==> src/can_pkg.sv <==
// shared widths, register index and mode encodings, and bus/frame structs for the CAN wishbone slave
`default_nettype none

package can_pkg;

    localparam int DATA_W    = 32;
    localparam int SEL_W     = 4;
    localparam int ID_W      = 29;
    localparam int DLC_W     = 4;
    localparam int BRP_W     = 10;
    localparam int TS_W      = 3;
    localparam int IDLE_BITS = 11;  // recessive samples before the bus counts as idle
    localparam int NUM_MB    = 3;   // mailboxes covered by reg_idx_e

    // register index, address bits 5:2
    typedef enum logic [3:0] {
        idx_mcr   = 4'd0,  idx_msr   = 4'd1,  idx_tmgr  = 4'd2,
        idx_id0   = 4'd3,  idx_id1   = 4'd4,  idx_id2   = 4'd5,
        idx_size0 = 4'd6,  idx_size1 = 4'd7,  idx_size2 = 4'd8,
        idx_dlo0  = 4'd9,  idx_dlo1  = 4'd10, idx_dlo2  = 4'd11,
        idx_dhi0  = 4'd12, idx_dhi1  = 4'd13, idx_dhi2  = 4'd14,
        idx_none  = 4'd15
    } reg_idx_e;

    typedef enum logic [1:0] {
        mode_sleep  = 2'd0,
        mode_init   = 2'd1,
        mode_normal = 2'd2
    } can_mode_e;

    typedef struct packed {
        logic [DATA_W-6:0] rsvd;
        logic              auto_retrans;
        logic              tx_priority;
        logic              sleep;
        logic              reset;  // self clearing
        logic              start;
    } mcr_t;

    typedef struct packed {
        logic [DATA_W-BRP_W-2*TS_W-1:0] rsvd;
        logic [TS_W-1:0]                ts2;
        logic [TS_W-1:0]                ts1;
        logic [BRP_W-1:0]               brp;
    } tmgr_t;

    typedef struct packed {
        logic            ready;
        logic            ext;
        logic            rtr;
        logic [ID_W-1:0] id;
    } mb_id_t;

    typedef struct packed {
        logic              wr;     // one cycle, first strobe cycle only
        reg_idx_e          idx;
        logic [DATA_W-1:0] wdata;  // already lane masked
        logic [DATA_W-1:0] wmask;
    } bus_req_t;

    typedef struct packed {
        logic [ID_W-1:0]     id;
        logic [DLC_W-1:0]    dlc;
        logic                rtr;
        logic                ext;
        logic [2*DATA_W-1:0] data;
    } tx_frame_t;

    // keep unselected byte lanes of a register
    function automatic logic [DATA_W-1:0] byte_merge(logic [DATA_W-1:0] old_q, bus_req_t req);
        return (old_q & ~req.wmask) | req.wdata;
    endfunction

endpackage

`default_nettype wire

==> src/can_wb_port.sv <==
// wishbone front end: first-strobe detect, delayed ack, lane masking, decode and read return
`timescale 1ns/1ns
`default_nettype none

module can_wb_port (
    input  wire                          wb_clk_i,
    input  wire                          nRST,
    input  wire [can_pkg::DATA_W-1:0]    wb_adr_i,
    input  wire [can_pkg::DATA_W-1:0]    wb_dat_i,
    input  wire [can_pkg::SEL_W-1:0]     wb_sel_i,
    input  wire                          wb_we_i,
    input  wire                          wb_cyc_i,
    input  wire                          wb_stb_i,
    input  wire [can_pkg::DATA_W-1:0]    mode_rdata_i,
    input  wire [can_pkg::DATA_W-1:0]    mb_rdata_i,
    output logic                         wb_ack_o,
    output logic [can_pkg::DATA_W-1:0]   wb_dat_o,
    output can_pkg::bus_req_t            req_o
);

    logic                       valid;
    logic                       first;
    logic [1:0]                 ack_q;
    logic [can_pkg::DATA_W-1:0] lane_mask;

    assign valid = wb_cyc_i & wb_stb_i;
    assign first = valid & ~ack_q[0];  // master idles a cycle between accesses

    always_comb begin
        for (int i = 0; i < can_pkg::SEL_W; i++) begin
            lane_mask[8*i +: 8] = {8{wb_sel_i[i]}};
        end
    end

    ////////////////////////////////////////////////////////////
    // request to the register blocks
    ////////////////////////////////////////////////////////////

    always_comb begin
        req_o.wr    = first & wb_we_i;
        req_o.idx   = can_pkg::reg_idx_e'(wb_adr_i[5:2]);  // base address ignored
        req_o.wdata = wb_dat_i & lane_mask;
        req_o.wmask = lane_mask;
    end

    ////////////////////////////////////////////////////////////
    // ack and read data
    ////////////////////////////////////////////////////////////

    always_ff @(posedge wb_clk_i or negedge nRST) begin
        if (!nRST) begin
            ack_q <= '0;
        end else begin
            ack_q[0] <= valid;
            ack_q[1] <= ack_q[0] & valid;
        end
    end

    assign wb_ack_o = ack_q[1] & valid;

    // blocks return zero for indices that are not theirs
    always_ff @(posedge wb_clk_i) begin
        if (first) begin
            wb_dat_o <= (mode_rdata_i | mb_rdata_i) & lane_mask;
        end
    end

endmodule

`default_nettype wire

==> src/can_mode_ctrl.sv <==
// control, status and timing registers with the operating-mode FSM, idle counter and prescaler
`timescale 1ns/1ns
`default_nettype none

module can_mode_ctrl #(
    parameter int IDLE_BITS = 11
) (
    input  wire                          wb_clk_i,
    input  wire                          nRST,
    input  can_pkg::bus_req_t            req_i,
    input  wire                          bitstrobe_i,
    input  wire                          curr_sample_i,
    input  wire                          rx_busy_i,
    input  wire                          tx_busy_i,
    output logic [can_pkg::DATA_W-1:0]   rdata_o,
    output logic                         can_clk_o,
    output logic                         can_nrst_o,
    output logic                         tx_enable_o,
    output logic [can_pkg::TS_W:0]       ts1_o,
    output logic [can_pkg::TS_W:0]       ts2_o,
    output logic                         tx_priority_o,
    output logic                         auto_retrans_o
);

    localparam int IDLE_W = $clog2(IDLE_BITS + 1);

    can_pkg::mcr_t                 mcr_q;
    can_pkg::tmgr_t                tmgr_q;
    can_pkg::can_mode_e            mode_q, mode_d;
    logic                          en_q, en_d;
    logic [2:0]                    stat_q;  // tx_busy, rx_busy, curr_sample
    logic [IDLE_W-1:0]             idle_cnt_q;
    logic                          bus_idle;
    logic [can_pkg::BRP_W-1:0]     pre_cnt_q;

    ////////////////////////////////////////////////////////////
    // registers
    ////////////////////////////////////////////////////////////

    always_ff @(posedge wb_clk_i or negedge nRST) begin
        if (!nRST) begin
            mcr_q  <= '0;
            tmgr_q <= '0;
            stat_q <= '0;
        end else begin
            stat_q <= {tx_busy_i, rx_busy_i, curr_sample_i};
            if (req_i.wr && req_i.idx == can_pkg::idx_mcr) begin
                mcr_q      <= can_pkg::mcr_t'(can_pkg::byte_merge(mcr_q, req_i));
                mcr_q.rsvd <= '0;
            end else begin
                mcr_q.reset <= 1'b0;  // one cycle controller reset
            end
            if (mode_q == can_pkg::mode_sleep) mcr_q.sleep <= 1'b0;
            if (req_i.wr && req_i.idx == can_pkg::idx_tmgr) begin
                tmgr_q      <= can_pkg::tmgr_t'(can_pkg::byte_merge(tmgr_q, req_i));
                tmgr_q.rsvd <= '0;
            end
        end
    end

    always_comb begin
        case (req_i.idx)
            can_pkg::idx_mcr:  rdata_o = mcr_q;
            can_pkg::idx_msr:  rdata_o = {{(can_pkg::DATA_W-5){1'b0}}, stat_q, mode_q};
            can_pkg::idx_tmgr: rdata_o = tmgr_q;
            default:           rdata_o = '0;
        endcase
    end

    ////////////////////////////////////////////////////////////
    // mode FSM and bus idle detection
    ////////////////////////////////////////////////////////////

    assign bus_idle = (idle_cnt_q == IDLE_W'(IDLE_BITS));

    always_ff @(posedge wb_clk_i or negedge nRST) begin
        if (!nRST) begin
            idle_cnt_q <= '0;
        end else if (bitstrobe_i) begin
            if (!curr_sample_i) idle_cnt_q <= '0;  // dominant bit restarts the count
            else if (!bus_idle) idle_cnt_q <= idle_cnt_q + 1'b1;
        end
    end

    always_comb begin
        mode_d = mode_q;
        en_d   = en_q;
        case (mode_q)
            can_pkg::mode_sleep: begin
                if (mcr_q.start) begin
                    mode_d = can_pkg::mode_init;
                    en_d   = 1'b1;
                end
            end
            can_pkg::mode_init: begin
                if (bus_idle) mode_d = can_pkg::mode_normal;
            end
            can_pkg::mode_normal: begin
                if (mcr_q.sleep && !tx_busy_i) begin
                    mode_d = can_pkg::mode_sleep;
                    en_d   = 1'b0;
                end
            end
            default: mode_d = can_pkg::mode_sleep;
        endcase
    end

    always_ff @(posedge wb_clk_i or negedge nRST) begin
        if (!nRST) begin
            mode_q <= can_pkg::mode_sleep;
            en_q   <= 1'b0;
        end else begin
            mode_q <= mode_d;
            en_q   <= en_d;
        end
    end

    // can clock strobe, one pulse every brp+1 cycles
    always_ff @(posedge wb_clk_i or negedge nRST) begin
        if (!nRST) begin
            pre_cnt_q <= '0;
            can_clk_o <= 1'b0;
        end else if (!en_q) begin
            pre_cnt_q <= '0;
            can_clk_o <= 1'b0;
        end else if (pre_cnt_q >= tmgr_q.brp) begin
            pre_cnt_q <= '0;
            can_clk_o <= 1'b1;
        end else begin
            pre_cnt_q <= pre_cnt_q + 1'b1;
            can_clk_o <= 1'b0;
        end
    end

    assign can_nrst_o     = ~mcr_q.reset;
    assign tx_enable_o    = (mode_q == can_pkg::mode_normal);
    assign ts1_o          = {1'b0, tmgr_q.ts1} + 1'b1;
    assign ts2_o          = {1'b0, tmgr_q.ts2} + 1'b1;
    assign tx_priority_o  = mcr_q.tx_priority;
    assign auto_retrans_o = mcr_q.auto_retrans;

endmodule

`default_nettype wire

==> src/can_tx_mailbox.sv <==
// transmit mailboxes with arbitration, lock and the registered frame to the transmit unit
`timescale 1ns/1ns
`default_nettype none

module can_tx_mailbox #(
    parameter int NUM_MB = 3
) (
    input  wire                          wb_clk_i,
    input  wire                          nRST,
    input  can_pkg::bus_req_t            req_i,
    input  wire                          tx_priority_i,
    input  wire                          auto_retrans_i,
    input  wire                          tx_done_i,
    input  wire                          tx_arb_loss_i,
    output logic [can_pkg::DATA_W-1:0]   rdata_o,
    output logic                         tx_pkt_ready_o,
    output can_pkg::tx_frame_t           tx_frame_o
);

    localparam int IDX_W = (NUM_MB > 1) ? $clog2(NUM_MB) : 1;

    can_pkg::mb_id_t            mb_id_q  [NUM_MB];
    logic [can_pkg::DLC_W-1:0]  mb_dlc_q [NUM_MB];
    logic [can_pkg::DATA_W-1:0] mb_dlo_q [NUM_MB];
    logic [can_pkg::DATA_W-1:0] mb_dhi_q [NUM_MB];

    logic [NUM_MB-1:0]          hit_id, hit_sz, hit_dlo, hit_dhi;
    logic                       pick_found;
    logic [IDX_W-1:0]           pick_idx;
    logic [can_pkg::ID_W-1:0]   best_id;
    logic                       lock_q;
    logic [IDX_W-1:0]           sel_q;
    logic                       tx_release;

    // per-mailbox register decode
    always_comb begin
        for (int i = 0; i < NUM_MB; i++) begin
            hit_id[i]  = int'(req_i.idx) == int'(can_pkg::idx_id0) + i;
            hit_sz[i]  = int'(req_i.idx) == int'(can_pkg::idx_size0) + i;
            hit_dlo[i] = int'(req_i.idx) == int'(can_pkg::idx_dlo0) + i;
            hit_dhi[i] = int'(req_i.idx) == int'(can_pkg::idx_dhi0) + i;
        end
    end

    assign tx_release = lock_q & (tx_done_i | (tx_arb_loss_i & ~auto_retrans_i));

    ////////////////////////////////////////////////////////////
    // mailbox registers
    ////////////////////////////////////////////////////////////

    always_ff @(posedge wb_clk_i or negedge nRST) begin
        if (!nRST) begin
            mb_id_q <= '{default: '0};
        end else begin
            for (int i = 0; i < NUM_MB; i++) begin
                if (req_i.wr && hit_id[i]) begin
                    mb_id_q[i] <= can_pkg::mb_id_t'(can_pkg::byte_merge(mb_id_q[i], req_i));
                end
            end
            if (tx_release) mb_id_q[sel_q].ready <= 1'b0;  // frame is finished
        end
    end

    always_ff @(posedge wb_clk_i) begin
        for (int i = 0; i < NUM_MB; i++) begin
            if (req_i.wr && hit_sz[i] && req_i.wmask[0]) begin
                mb_dlc_q[i] <= req_i.wdata[can_pkg::DLC_W-1:0];
            end
            if (req_i.wr && hit_dlo[i]) mb_dlo_q[i] <= can_pkg::byte_merge(mb_dlo_q[i], req_i);
            if (req_i.wr && hit_dhi[i]) mb_dhi_q[i] <= can_pkg::byte_merge(mb_dhi_q[i], req_i);
        end
    end

    always_comb begin
        rdata_o = '0;
        for (int i = 0; i < NUM_MB; i++) begin
            if (hit_id[i]) rdata_o = mb_id_q[i];
            if (hit_sz[i]) rdata_o = {{(can_pkg::DATA_W-can_pkg::DLC_W){1'b0}}, mb_dlc_q[i]};
            if (hit_dlo[i]) rdata_o = mb_dlo_q[i];
            if (hit_dhi[i]) rdata_o = mb_dhi_q[i];
        end
    end

    ////////////////////////////////////////////////////////////
    // arbitration and transmit side
    ////////////////////////////////////////////////////////////

    // priority mode takes the first ready box, else the lowest id, ties to the lower box
    always_comb begin
        pick_found = 1'b0;
        pick_idx   = '0;
        best_id    = '0;
        for (int i = 0; i < NUM_MB; i++) begin
            if (mb_id_q[i].ready) begin
                if (!pick_found || (!tx_priority_i && mb_id_q[i].id < best_id)) begin
                    pick_found = 1'b1;
                    pick_idx   = IDX_W'(i);
                    best_id    = mb_id_q[i].id;
                end
            end
        end
    end

    always_ff @(posedge wb_clk_i or negedge nRST) begin
        if (!nRST) begin
            lock_q <= 1'b0;
            sel_q  <= '0;
        end else if (tx_release) begin
            lock_q <= 1'b0;
        end else if (!lock_q && pick_found) begin
            lock_q <= 1'b1;
            sel_q  <= pick_idx;
        end
    end

    // frame only loads while unlocked, so it holds through the transmission
    always_ff @(posedge wb_clk_i) begin
        if (!lock_q && pick_found) begin
            tx_frame_o.id   <= mb_id_q[pick_idx].id;
            tx_frame_o.dlc  <= mb_dlc_q[pick_idx];
            tx_frame_o.rtr  <= mb_id_q[pick_idx].rtr;
            tx_frame_o.ext  <= mb_id_q[pick_idx].ext;
            tx_frame_o.data <= {mb_dhi_q[pick_idx], mb_dlo_q[pick_idx]};
        end
    end

    assign tx_pkt_ready_o = lock_q;

endmodule

`default_nettype wire

==> src/can_wb_top.sv <==
// top level of the CAN wishbone register slave, connects port, mode control and mailboxes
`timescale 1ns/1ns
`default_nettype none

module can_wb_top (
    input  wire                          wb_clk_i,
    input  wire                          nRST,
    input  wire [can_pkg::DATA_W-1:0]    wb_adr_i,
    input  wire [can_pkg::DATA_W-1:0]    wb_dat_i,
    input  wire [can_pkg::SEL_W-1:0]     wb_sel_i,
    input  wire                          wb_we_i,
    input  wire                          wb_cyc_i,
    input  wire                          wb_stb_i,
    output logic                         wb_ack_o,
    output logic [can_pkg::DATA_W-1:0]   wb_dat_o,
    input  wire                          bitstrobe_i,
    input  wire                          curr_sample_i,
    input  wire                          rx_busy_i,
    input  wire                          tx_busy_i,
    input  wire                          tx_done_i,
    input  wire                          tx_arb_loss_i,
    output logic                         can_clk_o,
    output logic                         can_nrst_o,
    output logic                         tx_enable_o,
    output logic [can_pkg::TS_W:0]       ts1_o,
    output logic [can_pkg::TS_W:0]       ts2_o,
    output logic                         tx_pkt_ready_o,
    output can_pkg::tx_frame_t           tx_frame_o
);

    can_pkg::bus_req_t          req;
    logic [can_pkg::DATA_W-1:0] mode_rdata;
    logic [can_pkg::DATA_W-1:0] mb_rdata;
    logic                       tx_priority;
    logic                       auto_retrans;

    can_wb_port u_port (
        .wb_clk_i     (wb_clk_i),
        .nRST         (nRST),
        .wb_adr_i     (wb_adr_i),
        .wb_dat_i     (wb_dat_i),
        .wb_sel_i     (wb_sel_i),
        .wb_we_i      (wb_we_i),
        .wb_cyc_i     (wb_cyc_i),
        .wb_stb_i     (wb_stb_i),
        .mode_rdata_i (mode_rdata),
        .mb_rdata_i   (mb_rdata),
        .wb_ack_o     (wb_ack_o),
        .wb_dat_o     (wb_dat_o),
        .req_o        (req)
    );

    can_mode_ctrl #(
        .IDLE_BITS (can_pkg::IDLE_BITS)
    ) u_mode (
        .wb_clk_i       (wb_clk_i),
        .nRST           (nRST),
        .req_i          (req),
        .bitstrobe_i    (bitstrobe_i),
        .curr_sample_i  (curr_sample_i),
        .rx_busy_i      (rx_busy_i),
        .tx_busy_i      (tx_busy_i),
        .rdata_o        (mode_rdata),
        .can_clk_o      (can_clk_o),
        .can_nrst_o     (can_nrst_o),
        .tx_enable_o    (tx_enable_o),
        .ts1_o          (ts1_o),
        .ts2_o          (ts2_o),
        .tx_priority_o  (tx_priority),
        .auto_retrans_o (auto_retrans)
    );

    can_tx_mailbox #(
        .NUM_MB (can_pkg::NUM_MB)
    ) u_mailbox (
        .wb_clk_i       (wb_clk_i),
        .nRST           (nRST),
        .req_i          (req),
        .tx_priority_i  (tx_priority),
        .auto_retrans_i (auto_retrans),
        .tx_done_i      (tx_done_i),
        .tx_arb_loss_i  (tx_arb_loss_i),
        .rdata_o        (mb_rdata),
        .tx_pkt_ready_o (tx_pkt_ready_o),
        .tx_frame_o     (tx_frame_o)
    );

endmodule

`default_nettype wire

==> config.mk <==
export PLATFORM = sky130hd
export DESIGN_NAME = can_wb_top
export DESIGN_NICKNAME = d
export VERILOG_FILES = /design/src/can_pkg.sv /design/src/can_wb_port.sv /design/src/can_mode_ctrl.sv /design/src/can_tx_mailbox.sv /design/src/can_wb_top.sv
export SDC_FILE = /design/constraint.sdc
export NUM_CORES = 1
export LEC_CHECK = 0
export BUFFER_PORTS_ARGS = -buffer_cell sky130_fd_sc_hd__buf_2
export CAP_MARGIN = 0
export CORE_UTILIZATION = 56
export CTS_BUF_LIST = sky130_fd_sc_hd__clkbuf_4 sky130_fd_sc_hd__clkbuf_8
export DETAILED_ROUTE_END_ITERATION = 8
export PLACE_DENSITY_LB_ADDON = 0.2
export SLEW_MARGIN = 25
export SYNTH_ARGS = -nofsm -noshare
export SYNTH_HDL_FRONTEND = slang
export SYNTH_SLANG_ARGS = --single-unit
==> constraint.sdc <==
create_clock -name wb_clk_i -period 5.9 [get_ports wb_clk_i]
set_input_delay 0.295 -clock wb_clk_i [delete_from_list [all_inputs] [get_ports wb_clk_i]]
set_output_delay 0.295 -clock wb_clk_i [all_outputs]
set_load 0.02 [all_outputs]
# == After elaboration in Yosys (flattened, before gate mapping) ==
# Memory sizes are Yosys's and may differ from the RTL's. A register that Yosys moved wholly into a read port is not among the register bits.
# Cells that the tools add are included.
# totals
memories,3
output_inout_bits,144
ram_bits,204
word_cells,240
reg_bits,206
# mem_list
name,words,width,rd,rd_clocked_by_memory_dff,write_ports,line_no,rtl
u_mailbox.mb_dhi_q,3,32,4,1,1,can_tx_mailbox.sv:25,logic [can_pkg::DATA_W-1:0] mb_dhi_q [NUM_MB];
u_mailbox.mb_dlo_q,3,32,4,1,1,can_tx_mailbox.sv:24,logic [can_pkg::DATA_W-1:0] mb_dlo_q [NUM_MB];
u_mailbox.mb_dlc_q,3,4,4,1,1,can_tx_mailbox.sv:23,logic [can_pkg::DLC_W-1:0] mb_dlc_q [NUM_MB];
# classes
n_addsub,4
bitwise_logic,40
muxes,89
reduce_logical,44
n_eq_ne,21
order_cmp,6
# ops
cell,count
32-bit two-way mux,20
32-bit bitwise AND,11
32-bit OR,10
32-bit OR reduction,4
96-bit bitwise mux,1
96-bit two-way mux,1
29-bit two-way mux,3
32-bit binary-select mux with 2-bit select,1
32-bit demux with 2-bit select,1
31-bit two-way mux,2
29-bit < comparator,2
16-bit one-hot mux with 3 select lines,1
1-bit two-way mux,39
"4-bit == test, second input constant",9
32-bit NOT,1
2-bit two-way mux,12
1-bit logical AND,22
10-bit two-way mux,2
16-bit bitwise AND,1
4-bit two-way mux,4
16-bit OR,1
"4-bit by 3-bit == test with 1-bit output, second input constant",3
"10-bit by 1-bit adder with 10-bit output, second input constant",1
10-bit >= comparator,1
other kinds (26),51

# == Longest topological paths before layout ==
# Gate-level depths: netlist (run 1).
# logic_depth
depth_word,15
mapped_depth,25

# == By module ==
# Synthesis (run 1) repeated with hierarchy kept, for this count alone.
# unflattened
cells_unflattened,2006
area_unflattened_um2,25304.3
# by_module_without_submodules
mod,area_per_inst_um2,seq_area_each_um2,cells_per_inst,instances
can_tx_mailbox,21001.4,11576.1,1607,1
can_mode_ctrl,2498.6,1051.0,256,1
can_wb_port,1804.2,1011.0,143,1

# == Least setup slack after synthesis (run 1) ==
# Ideal clock, no wire load.
# synth_path
path_type,flip-flop to flip-flop
startpoint,register u_mailbox.mb_id_q[95] (netlist name)
endpoint,"register, netlist name u_mailbox.tx_frame_o[94]"
slack_ns,0.281
required_time_ns,5.638
setup_time_ns,0.262
arrival_time_ns,5.357
path_buffers,8
period_less_slack_ns,5.619
stages_incl_launch_ff,26
cell_sequence,dfrtp_1 -> clkbuf_1 -> buf_1 -> clkbuf_1 -> nand2_1 -> ha_1 -> nand2_1 -> or4_1 -> nor2_1 -> o21ai_1 -> a31o_1 -> buf_6 -> nor2b_1 -> buf_2 -> buf_2 -> a22oi_1 -> ha_1 -> and4_1 -> nand3_1 -> nor3_1 -> o2111ai_1 -> or2_2 -> o311ai_1 -> buf_4 -> buf_8 -> mux2_1
# synth_between
elab_chain_cells,15
# synth_rtl
item,line_no,rtl
"start, declared",can_tx_mailbox.sv:22,can_pkg::mb_id_t mb_id_q [NUM_MB];
"start signal, assigned by index",can_tx_mailbox.sv:57,"mb_id_q[i] <= can_pkg::mb_id_t'(can_pkg::byte_merge(mb_id_q[i], req_i));"
29-bit two-way mux,can_tx_mailbox.sv:94,if (mb_id_q[i].ready) begin
29-bit < comparator,can_tx_mailbox.sv:95,if (!pick_found || (!tx_priority_i && mb_id_q[i].id < best_id)) begin
1-bit logical AND,can_tx_mailbox.sv:95,
1-bit logical OR,can_tx_mailbox.sv:95,
29-bit two-way mux,can_tx_mailbox.sv:95,
29-bit two-way mux,can_tx_mailbox.sv:94,
29-bit < comparator,can_tx_mailbox.sv:95,
1-bit logical AND,can_tx_mailbox.sv:95,
1-bit logical OR,can_tx_mailbox.sv:95,
2-bit two-way mux,can_tx_mailbox.sv:95,
2-bit two-way mux *,can_tx_mailbox.sv:94,
2-bit NOT with 3-bit output (implied by the code) *,can_tx_mailbox.sv:119,tx_frame_o.id <= mb_id_q[pick_idx].id;
32-bit binary-select mux with 2-bit select *,can_tx_mailbox.sv:119,
31-bit two-way mux (implied by the code) * (2 in a row),can_tx_mailbox.sv:119,
# Every way passes the cells marked *; elsewhere a longest branch is shown, timed or not. The select of a mux whose other input is x is not followed.
# A chain may end at the register's enable or synchronous reset.

# == Final worst setup path (run 1) ==
# layout_path
startpoint,register u_mailbox.mb_id_q[95] (netlist name)
endpoint,"register, netlist name u_mailbox.tx_frame_o[67]"
# layout_between
elab_chain_cells,12
# layout_rtl
item,line_no,rtl
29-bit two-way mux,can_tx_mailbox.sv:94,
29-bit < comparator,can_tx_mailbox.sv:95,
1-bit logical AND,can_tx_mailbox.sv:95,
1-bit logical OR,can_tx_mailbox.sv:95,
29-bit two-way mux,can_tx_mailbox.sv:95,
29-bit two-way mux,can_tx_mailbox.sv:94,
29-bit < comparator,can_tx_mailbox.sv:95,
1-bit logical AND,can_tx_mailbox.sv:95,
1-bit logical OR,can_tx_mailbox.sv:95,
1-bit two-way mux,can_tx_mailbox.sv:95,
1-bit two-way mux,can_tx_mailbox.sv:94,
1-bit logical AND,can_tx_mailbox.sv:118,if (!lock_q && pick_found) begin
# Parallel ways exist; a longest one is shown, timed or not.

==> results of run 1 <==
[cell usage in the layout, fill, tap and decap left out, drive strengths merged, types with 4 or more instances in the layout]
master / netlist / routed
nor2b: 12 / 12
nand2: 81 / 81
a22o: 38 / 38
xnor2: 5 / 5
inv: 25 / 25
dfrtp: 143 / 143
nand3: 23 / 23
nand2b: 8 / 8
nand4: 7 / 7
and3: 12 / 12
buf: 32 / 221
a211oi: 6 / 6
edfxtp: 335 / 335
bufinv: 0 / 4
and2: 8 / 8
a221oi: 41 / 41
a31oi: 31 / 31
xor2: 5 / 5
or3: 4 / 4
o21ai: 30 / 30
nor3: 16 / 16
a21o: 5 / 5
o221ai: 7 / 7
a22oi: 61 / 61
o22ai: 8 / 8
ha: 70 / 70
clkinv: 0 / 35
clkinvlp: 0 / 5
nor2: 59 / 59
mux2i: 13 / 13
a21oi: 42 / 42
mux2: 310 / 310
clkbuf: 45 / 103
dlygate4sd3: 0 / 37
a222oi: 18 / 18
[per-layer routing]
metal	vias to the layer above	GRT usage	wire length (µm)
li1	6627	-	-
met1	7422	0.382	24600
met2	669	0.463	28600
met3	125	0.0492	4200
met4	0	0.121	1660
met5	-	0	0
[worst max-delay path by stage]
stage	startpoint	cells past startpoint	endpoint	slack [ns]
2_1_floorplan	u_mailbox.mb_id_q[95]$_DFF_PN0_	25	u_mailbox.tx_frame_o[94]$_DFFE_PP_	0.28
6_report	u_mailbox.mb_id_q[95]$_DFF_PN0_	20	u_mailbox.tx_frame_o[67]$_DFFE_PP_	0.35
3_5_place_dp	u_mailbox.mb_id_q[95]$_DFF_PN0_	20	u_mailbox.tx_frame_o[70]$_DFFE_PP_	0.26
3_3_place_gp	u_mailbox.mb_id_q[95]$_DFF_PN0_	20	u_mailbox.tx_frame_o[68]$_DFFE_PP_	0.36
4_1_cts	u_mailbox.mb_id_q[95]$_DFF_PN0_	20	u_mailbox.tx_frame_o[67]$_DFFE_PP_	0.24
5_1_grt	u_mailbox.mb_id_q[95]$_DFF_PN0_	20	u_mailbox.tx_frame_o[67]$_DFFE_PP_	0.009
[final cells by class]
class | instances | area, µm²
clock buffer | 103 | 1300
clock inverter | 44 | 309
fill | 2868 | 13500
inverter | 25 | 93.8
multi-input combinational | 961 | 8690
sequential | 478 | 13600
tap | 525 | 657
timing repair buffer | 258 | 1710
[report_power, final]
group / internal, mW / switching (mW) / total (mW)
Clock: 1.62 / 1.32 / 2.94
Sequential: 3.86 / 0.148 / 4.01
Combinational: 0.569 / 0.792 / 1.36
Total: 6.05 / 2.26 / 8.31
[per-stage QoR]
step	power, mW	instances	util	instance area [µm²]
finish	8.31	2394	0.661	26400
global route	8.63	2394	0.661	26400
CTS	8.36	2391	0.659	26300
detailed placement	5.41	2207	0.609	24300
global placement	5.38	2206	0.608	24300
floorplan	4.99	1541	-	22800
[critical path: stages (launching register included)]
cell and delay [ns]:
sky130_fd_sc_hd__dfrtp_1 0.44, sky130_fd_sc_hd__buf_12 0.22, sky130_fd_sc_hd__nand2_1 0.07, sky130_fd_sc_hd__ha_1 0.30
sky130_fd_sc_hd__a21oi_1 0.14, sky130_fd_sc_hd__o21ai_0 0.12, sky130_fd_sc_hd__a221oi_1 0.29, sky130_fd_sc_hd__o21a_1 0.22
sky130_fd_sc_hd__a31o_4 0.19, sky130_fd_sc_hd__buf_12 0.37, sky130_fd_sc_hd__buf_6 0.33, sky130_fd_sc_hd__a22oi_1 0.15
sky130_fd_sc_hd__ha_1 0.35, sky130_fd_sc_hd__nand4_1 0.11, sky130_fd_sc_hd__nor3_1 0.25, sky130_fd_sc_hd__o2111ai_1 0.18
sky130_fd_sc_hd__or2_2 0.32, sky130_fd_sc_hd__o311ai_4 0.32, sky130_fd_sc_hd__buf_12 0.26, sky130_fd_sc_hd__buf_4 0.25
sky130_fd_sc_hd__mux2_1 0.34
[what timing repair did]
item | 4_1_cts | 5_1_grt
gates resized for setup | 0 | 3
hold buffers | 37 | 0
hold endpoints to repair | 268 | 0
setup endpoints to repair | 0 | 51
[kinds of logic (layout without fill, tap and decap cells)]
logic type	Yosys count	in the layout	share of synthesized area
adders and majority gates	70	70	0.0385
AOI/OAI and AO/OA	315	315	0.102
DFF	478	478	0.599
buffers and inverters	102	430	0.0253
muxes	323	323	0.181
and+or+nand+nor	243	243	0.0502
xor gates and xnor gates	10	10	0.00385
==> impl_metrics.yaml, run 1 <==
run:
  maxCapViolCount: 0
min_path:
  worstHoldPathType: "input port to flip-flop"
  hold_depth: 1
  min_from: "wb_dat_i[2]"
logic_synthesis:
  biggest_area_contributors_in_the_synthesized_netlist: "sky130_fd_sc_hd__edfxtp_1, sky130_fd_sc_hd__dfrtp_1, sky130_fd_sc_hd__mux2_4"
  synth_ff_type: "sky130_fd_sc_hd__edfxtp_1"
  netlist-cell-type-count: 65
  yosysWarningCount: 0
  leading_post_synthesis_cells_by_instance_count: "sky130_fd_sc_hd__edfxtp_1, sky130_fd_sc_hd__mux2_2, sky130_fd_sc_hd__dfrtp_1, sky130_fd_sc_hd__mux2_4, sky130_fd_sc_hd__nand2_1"
  synth_cells: 1541
  synth-async-reset-ratio: 0.299
  synth.yosys.seq_area_share: 0.599
  post-synth-top-count-cell: "sky130_fd_sc_hd__edfxtp_1"
  syn-mean-instance-area_um2: 14.8
  synth_nets: 1690
  netlist_area_um2: 22800
  synth_edf_count: 335
  synth.ff_latch_count: 478
  yosys.area.top_type_share: 0.442
  netlist.top_cell.by_area: "sky130_fd_sc_hd__edfxtp_1"
die:
  die_area_um2: 41500
  die_w_um: 204
  std_cell_rows: 73
  chipHeight_um: 204
  design.core.area_um2: 39900
  starting_utilization_of_the_core_area: 0.570
  top_level_i_o_count: 223
global_route:
  initial_antenna_violation_count: 0
  grt_first_pass_wirelength_um: 88200
  grt_start_max_net_pins: 80
  grt.overflow.total: 0
  number_of_global_route_vias_before_repair: 14990
  grt_use_total: 0.286
place:
  place.detailed.hpwl_um: 38500
  gp_congestion: 0.914
  number_of_buffers_inserted_by_port_buffering: 194
  dp_slack_ns: 0.260
clock_network:
  clock_tree.root_cell: "sky130_fd_sc_hd__clkbuf_8"
  cts.repair_timing.setup_buffer_count: 0
  clock_insertion_delay_worst_skew_ns: 0.63
  h-tree-depth: 3
  cts.path.max_buffers: 3
  path_clk_slew_ns: 0.07
  tritoncts.num_buffers: 79
  clkSinkCount: 478
  clock_tree_from_tritoncts: "yes"
final_layout:
  layout-area-overhead-vs-synth_pct: 15.9
  final_layout_size_suffix_gt1_frac: 0.350
  net_count_final: 1952
  antenna-diode-count: 0
pwr:
  cellLeakagePower_nw: 10.7
  vdd_ir_drop_max_v: 0.000203
  power-per-cell-area_nw_per_um2: 315
worst_setup_path:
  crit_path_max_fanout: 68
  startpoint_of_the_most_critical_register_to_register_path: "u_mailbox.mb_id_q[95]$_DFF_PN0_"
  setup.worst_path.class: "flip-flop to flip-flop"
  cp_data_required_time_ns: 6.27
  worst_r2r_endpoint: "u_mailbox.tx_frame_o[67]$_DFFE_PP_"
  cp-end-kind: "flip-flop"
  r2r_slack_ns: 0.35
  worst-endpoint-arrival_ns: 5.92
  r2r.worst_path.cells: 20
  start_kind: "flip-flop"
detailed_routing:
  drt_wl_total_um: 59100
  routed_wire_length_per_instance_um: 24.7
  vias: 14843
  via_density_per_instance: 6.20
  antenna_left: 0
  dr.pass1.iters: 5
  drt_first_iter_violations: 1155
  drc: 0
sta:
  final-hold-violation-count: 0
  period_minus_slack_ns: 5.55
  fin_worst_skew_ns: 0.0330
  post-route-period-util: 0.941
  fin_hold_ws_ns: 0.0577
  max_freq_ghz: 0.180
  final.setup.worst_slack_ns: 0.346
  setup_violations: 0
  fin_setup_tns_ns: 0
  maxSlewViolCount: 0
  tightest_slew_ns: 1.16
  grt_setup_unrepaired: "no"
  relSlewSlack: 0.222
outcome:
  status: "complete, no violations"
Note: power is estimated with default switching activity, not from simulation.
==> run 2, diff against run 1 <==
Settings changed: HOLD_SLACK_MARGIN set to 0.12, SYNTH_HIERARCHICAL set to 1.
==> run 2 against run 1 <==
  * Register-to-register slack got worse by 0.02 ns
  * Setup slack got worse by 0.016 ns
  * Cell area rose by 7.5%
  * Critical endpoint is now u_mailbox/tx_frame_o[83]$_DFFE_PP_
  * Combinational power rose by 6%
  * Largest power group unchanged
  * Largest cell class unchanged
  * First-iteration DRC count rose by 24%
==> impl_metrics.yaml, run 2 <==
outcome:
  status: "complete, no violations"
logic_synthesis:
  synth_edf_count: 335
  biggest_area_contributors_in_the_synthesized_netlist: "sky130_fd_sc_hd__edfxtp_1, sky130_fd_sc_hd__dfrtp_1, sky130_fd_sc_hd__a21o_1"
  yosysWarningCount: 6
  synth_cells: 2006
  yosys.area.top_type_share: 0.398
  leading_post_synthesis_cells_by_instance_count: "sky130_fd_sc_hd__edfxtp_1, sky130_fd_sc_hd__a21o_1, sky130_fd_sc_hd__a22o_1, sky130_fd_sc_hd__nand2_1, sky130_fd_sc_hd__dfrtp_1"
  netlist.top_cell.by_area: "sky130_fd_sc_hd__edfxtp_1"
  post-synth-top-count-cell: "sky130_fd_sc_hd__edfxtp_1"
  synth.yosys.seq_area_share: 0.539
  syn-mean-instance-area_um2: 12.6
  netlist-cell-type-count: 66
  synth-async-reset-ratio: 0.299
  synth.ff_latch_count: 478
  netlist_area_um2: 25300
  synth_ff_type: "sky130_fd_sc_hd__edfxtp_1"
sta:
  period_minus_slack_ns: 5.57
  max_freq_ghz: 0.180
  fin_worst_skew_ns: 0.0190
  final-hold-violation-count: 0
  relSlewSlack: 0.265
  final.setup.worst_slack_ns: 0.329
  grt_setup_unrepaired: "no"
  tightest_slew_ns: 1.09
  fin_setup_tns_ns: 0
  maxSlewViolCount: 0
  post-route-period-util: 0.944
  setup_violations: 0
clock_network:
  tritoncts.num_buffers: 81
  clock_insertion_delay_worst_skew_ns: 0.65
  clkSinkCount: 478
  path_clk_slew_ns: 0.06
  cts.path.max_buffers: 3
  resized_cells_post_cts: 0
  holdBufCountCts: 10
  cts.repair_timing.setup_buffer_count: 0
  clock_tree_from_tritoncts: "yes"
  h-tree-depth: 3
  clock_tree.root_cell: "sky130_fd_sc_hd__clkbuf_8"
run:
  maxCapViolCount: 0
global_route:
  grt.overflow.total: 0
  initial_antenna_violation_count: 0
  number_of_global_route_vias_before_repair: 17845
  grt_first_pass_wirelength_um: 102000
  grt_start_max_net_pins: 89
  grt_use_total: 0.288
place:
  number_of_buffers_inserted_by_port_buffering: 194
  post_dp_cell_area_um2: 26500
  dp_slack_ns: 0.425
  gp_congestion: 0.843
  placed_cells: 2670
  place.detailed.hpwl_um: 41700
pwr:
  power-per-cell-area_nw_per_um2: 305
  cellLeakagePower_nw: 12.4
  vdd_ir_drop_max_v: 0.000211
final_layout:
  layout-area-overhead-vs-synth_pct: 12.1
  final.fill_count: 3393
  area.sequential_um2: 13600
  multi_input_area_um2: 10500
  final_util: 0.639
  final_layout_size_suffix_gt1_frac: 0.278
  layout.cells.most_common: "sky130_fd_sc_hd__edfxtp_1"
  antenna-diode-count: 0
  final_cell_mix: "sky130_fd_sc_hd__edfxtp_1, sky130_fd_sc_hd__a21o_1, sky130_fd_sc_hd__buf_2, sky130_fd_sc_hd__a22o_1, sky130_fd_sc_hd__nand2_1"
  net_count_final: 2320
  non_filler_cell_area_final_um2: 28400
  fin_cells: 2829
worst_setup_path:
  worst_path_max_delay_cell: "sky130_fd_sc_hd__dfrtp_1"
  slowest_stage_delay_on_critical_path_ns: 0.54
  critical_path.cell_chain: "buf_4, nand2_1, ha_1, nand2_1, o21a_1, o221a_2, o211ai_1, nor2_2, o21a_2, buf_12, a22oi_1, ha_1, a21o_1, a21o_1, a211oi_1, o21ai_0, a31oi_1, o31ai_4, buf_4, buf_4, mux2_4"
  crit_path_max_fanout: 28
  setup.worst_path.class: "flip-flop to flip-flop"
  startpoint_of_the_most_critical_register_to_register_path: "u_mailbox/mb_id_q[95]$_DFF_PN0_"
  cp-end-kind: "flip-flop"
  cp_data_required_time_ns: 6.29
  worst_path_most_repeated_cell: "sky130_fd_sc_hd__buf_4"
  worst-endpoint-arrival_ns: 5.96
  start_kind: "flip-flop"
  critPathLaunch: "u_mailbox/mb_id_q[95]$_DFF_PN0_"
detailed_routing:
  vias: 17704
  via_density_per_instance: 6.26
  drc: 0
  routed_wire_length_per_instance_um: 23.6
  drt_wl_total_um: 66900
  dr.pass1.iters: 8
  drt_first_iter_violations: 1427
  antenna_left: 0
min_path:
  min_from: "wb_sel_i[0]"
  worstHoldPathType: "input port to flip-flop"
die:
  std_cell_rows: 77
  die_w_um: 215
  top_level_i_o_count: 223
  die_area_um2: 46000
  design.core.area_um2: 44400
  starting_utilization_of_the_core_area: 0.570
  chipHeight_um: 215
==> run 2: changes by cell type in the layout (fill, tap and decap cells not counted), moves of 24 or more <==
cell	previous run	this run
sky130_fd_sc_hd__nand2_1	81	168
sky130_fd_sc_hd__a22oi_1	61	37
sky130_fd_sc_hd__inv_1	25	58
sky130_fd_sc_hd__dlygate4sd3_1	37	10
sky130_fd_sc_hd__a21o_1	5	203
sky130_fd_sc_hd__a22o_1	38	173
sky130_fd_sc_hd__mux2_2	144	99
sky130_fd_sc_hd__buf_4	16	40
sky130_fd_sc_hd__and2_1	8	46
sky130_fd_sc_hd__mux2_4	134	99
sky130_fd_sc_hd__o21a_1	3	36
sky130_fd_sc_hd__mux2_1	32	0
==> run 2: per-layer routing <==
layer | vias up | track usage | wire, µm
met5 | - | 0 | 0
met4 | 0 | 0.0955 | 1520
met3 | 125 | 0.0539 | 5240
met2 | 765 | 0.469 | 32100
met1 | 8839 | 0.389 | 28000
li1 | 7975 | - | -
==> run 2: power by group <==
group          switching, mW  internal, mW
combinational          0.853         0.585
clock                   1.34          1.83
sequential             0.171          3.88
total                   2.36          6.30
==> run 2: path summary, 6_finish.rpt <==
path / endpoint / slack (ns) / depth (start not counted)
min: u_mode/tmgr_q[5]$_DFFE_PN0P_ / 0.21 / 3
max: u_mailbox/tx_frame_o[83]$_DFFE_PP_ / 0.33 / 21
max reg2reg: u_mailbox/tx_frame_o[83]$_DFFE_PP_ / 0.33 / 21
min in group asynchronous: u_mode/tmgr_q[8]$_DFFE_PN0P_ / 0.30 / 2
min reg2reg: u_mode/tmgr_q[9]$_DFFE_PN0P_ / 0.52 / 1
max in group asynchronous: asynchronous set/reset pin / 4.30 / 3
==> run 2: final cells by class <==
cell class,instances,share of cell area
Multi-Input combinational cell,1299,0.369
Clock inverter,24,0.00763
Clock buffer,125,0.0540
Inverter,59,0.00780
Tap cell,592,0.0261
Timing Repair Buffer,252,0.0547
Sequential cell,478,0.481
==> run 2: worst max-delay path, delay by kind of cell, from the launching register on <==
| kind | cells | cell delay (ns) |
|---|---|---|
| AO/OA/AOI/OAI | 11 | 2.63 |
| adder cells (fa/ha/maj) | 2 | 0.57 |
| buffers and inverters | 4 | 0.92 |
| flip-flops | 1 | 0.54 |
| multiplexers | 1 | 0.32 |
| AND/OR/NAND/NOR | 3 | 0.31 |
==> run 2: logic make-up after synthesis <==
group	count (synthesis)	share of synthesized area
mux	205	0.106
other cells	1	0.000148
compound gates	625	0.194
fa+ha+maj	70	0.0346
flops	478	0.539
simple gates	373	0.0692
buf+inv	244	0.0545
xor+xnor	10	0.00346
==> run 2: metrics by stage <==
| stage | hold WS [ns] | total power, mW |
|---|---|---|
| finish | 0.212 | 8.66 |
| global route | 0.230 | 8.96 |
| CTS | 0.136 | 8.71 |
| detailed placement | 0.416 | 5.54 |
| global placement | 0.404 | 5.51 |
| floorplan | -0.000591 | 5.11 |
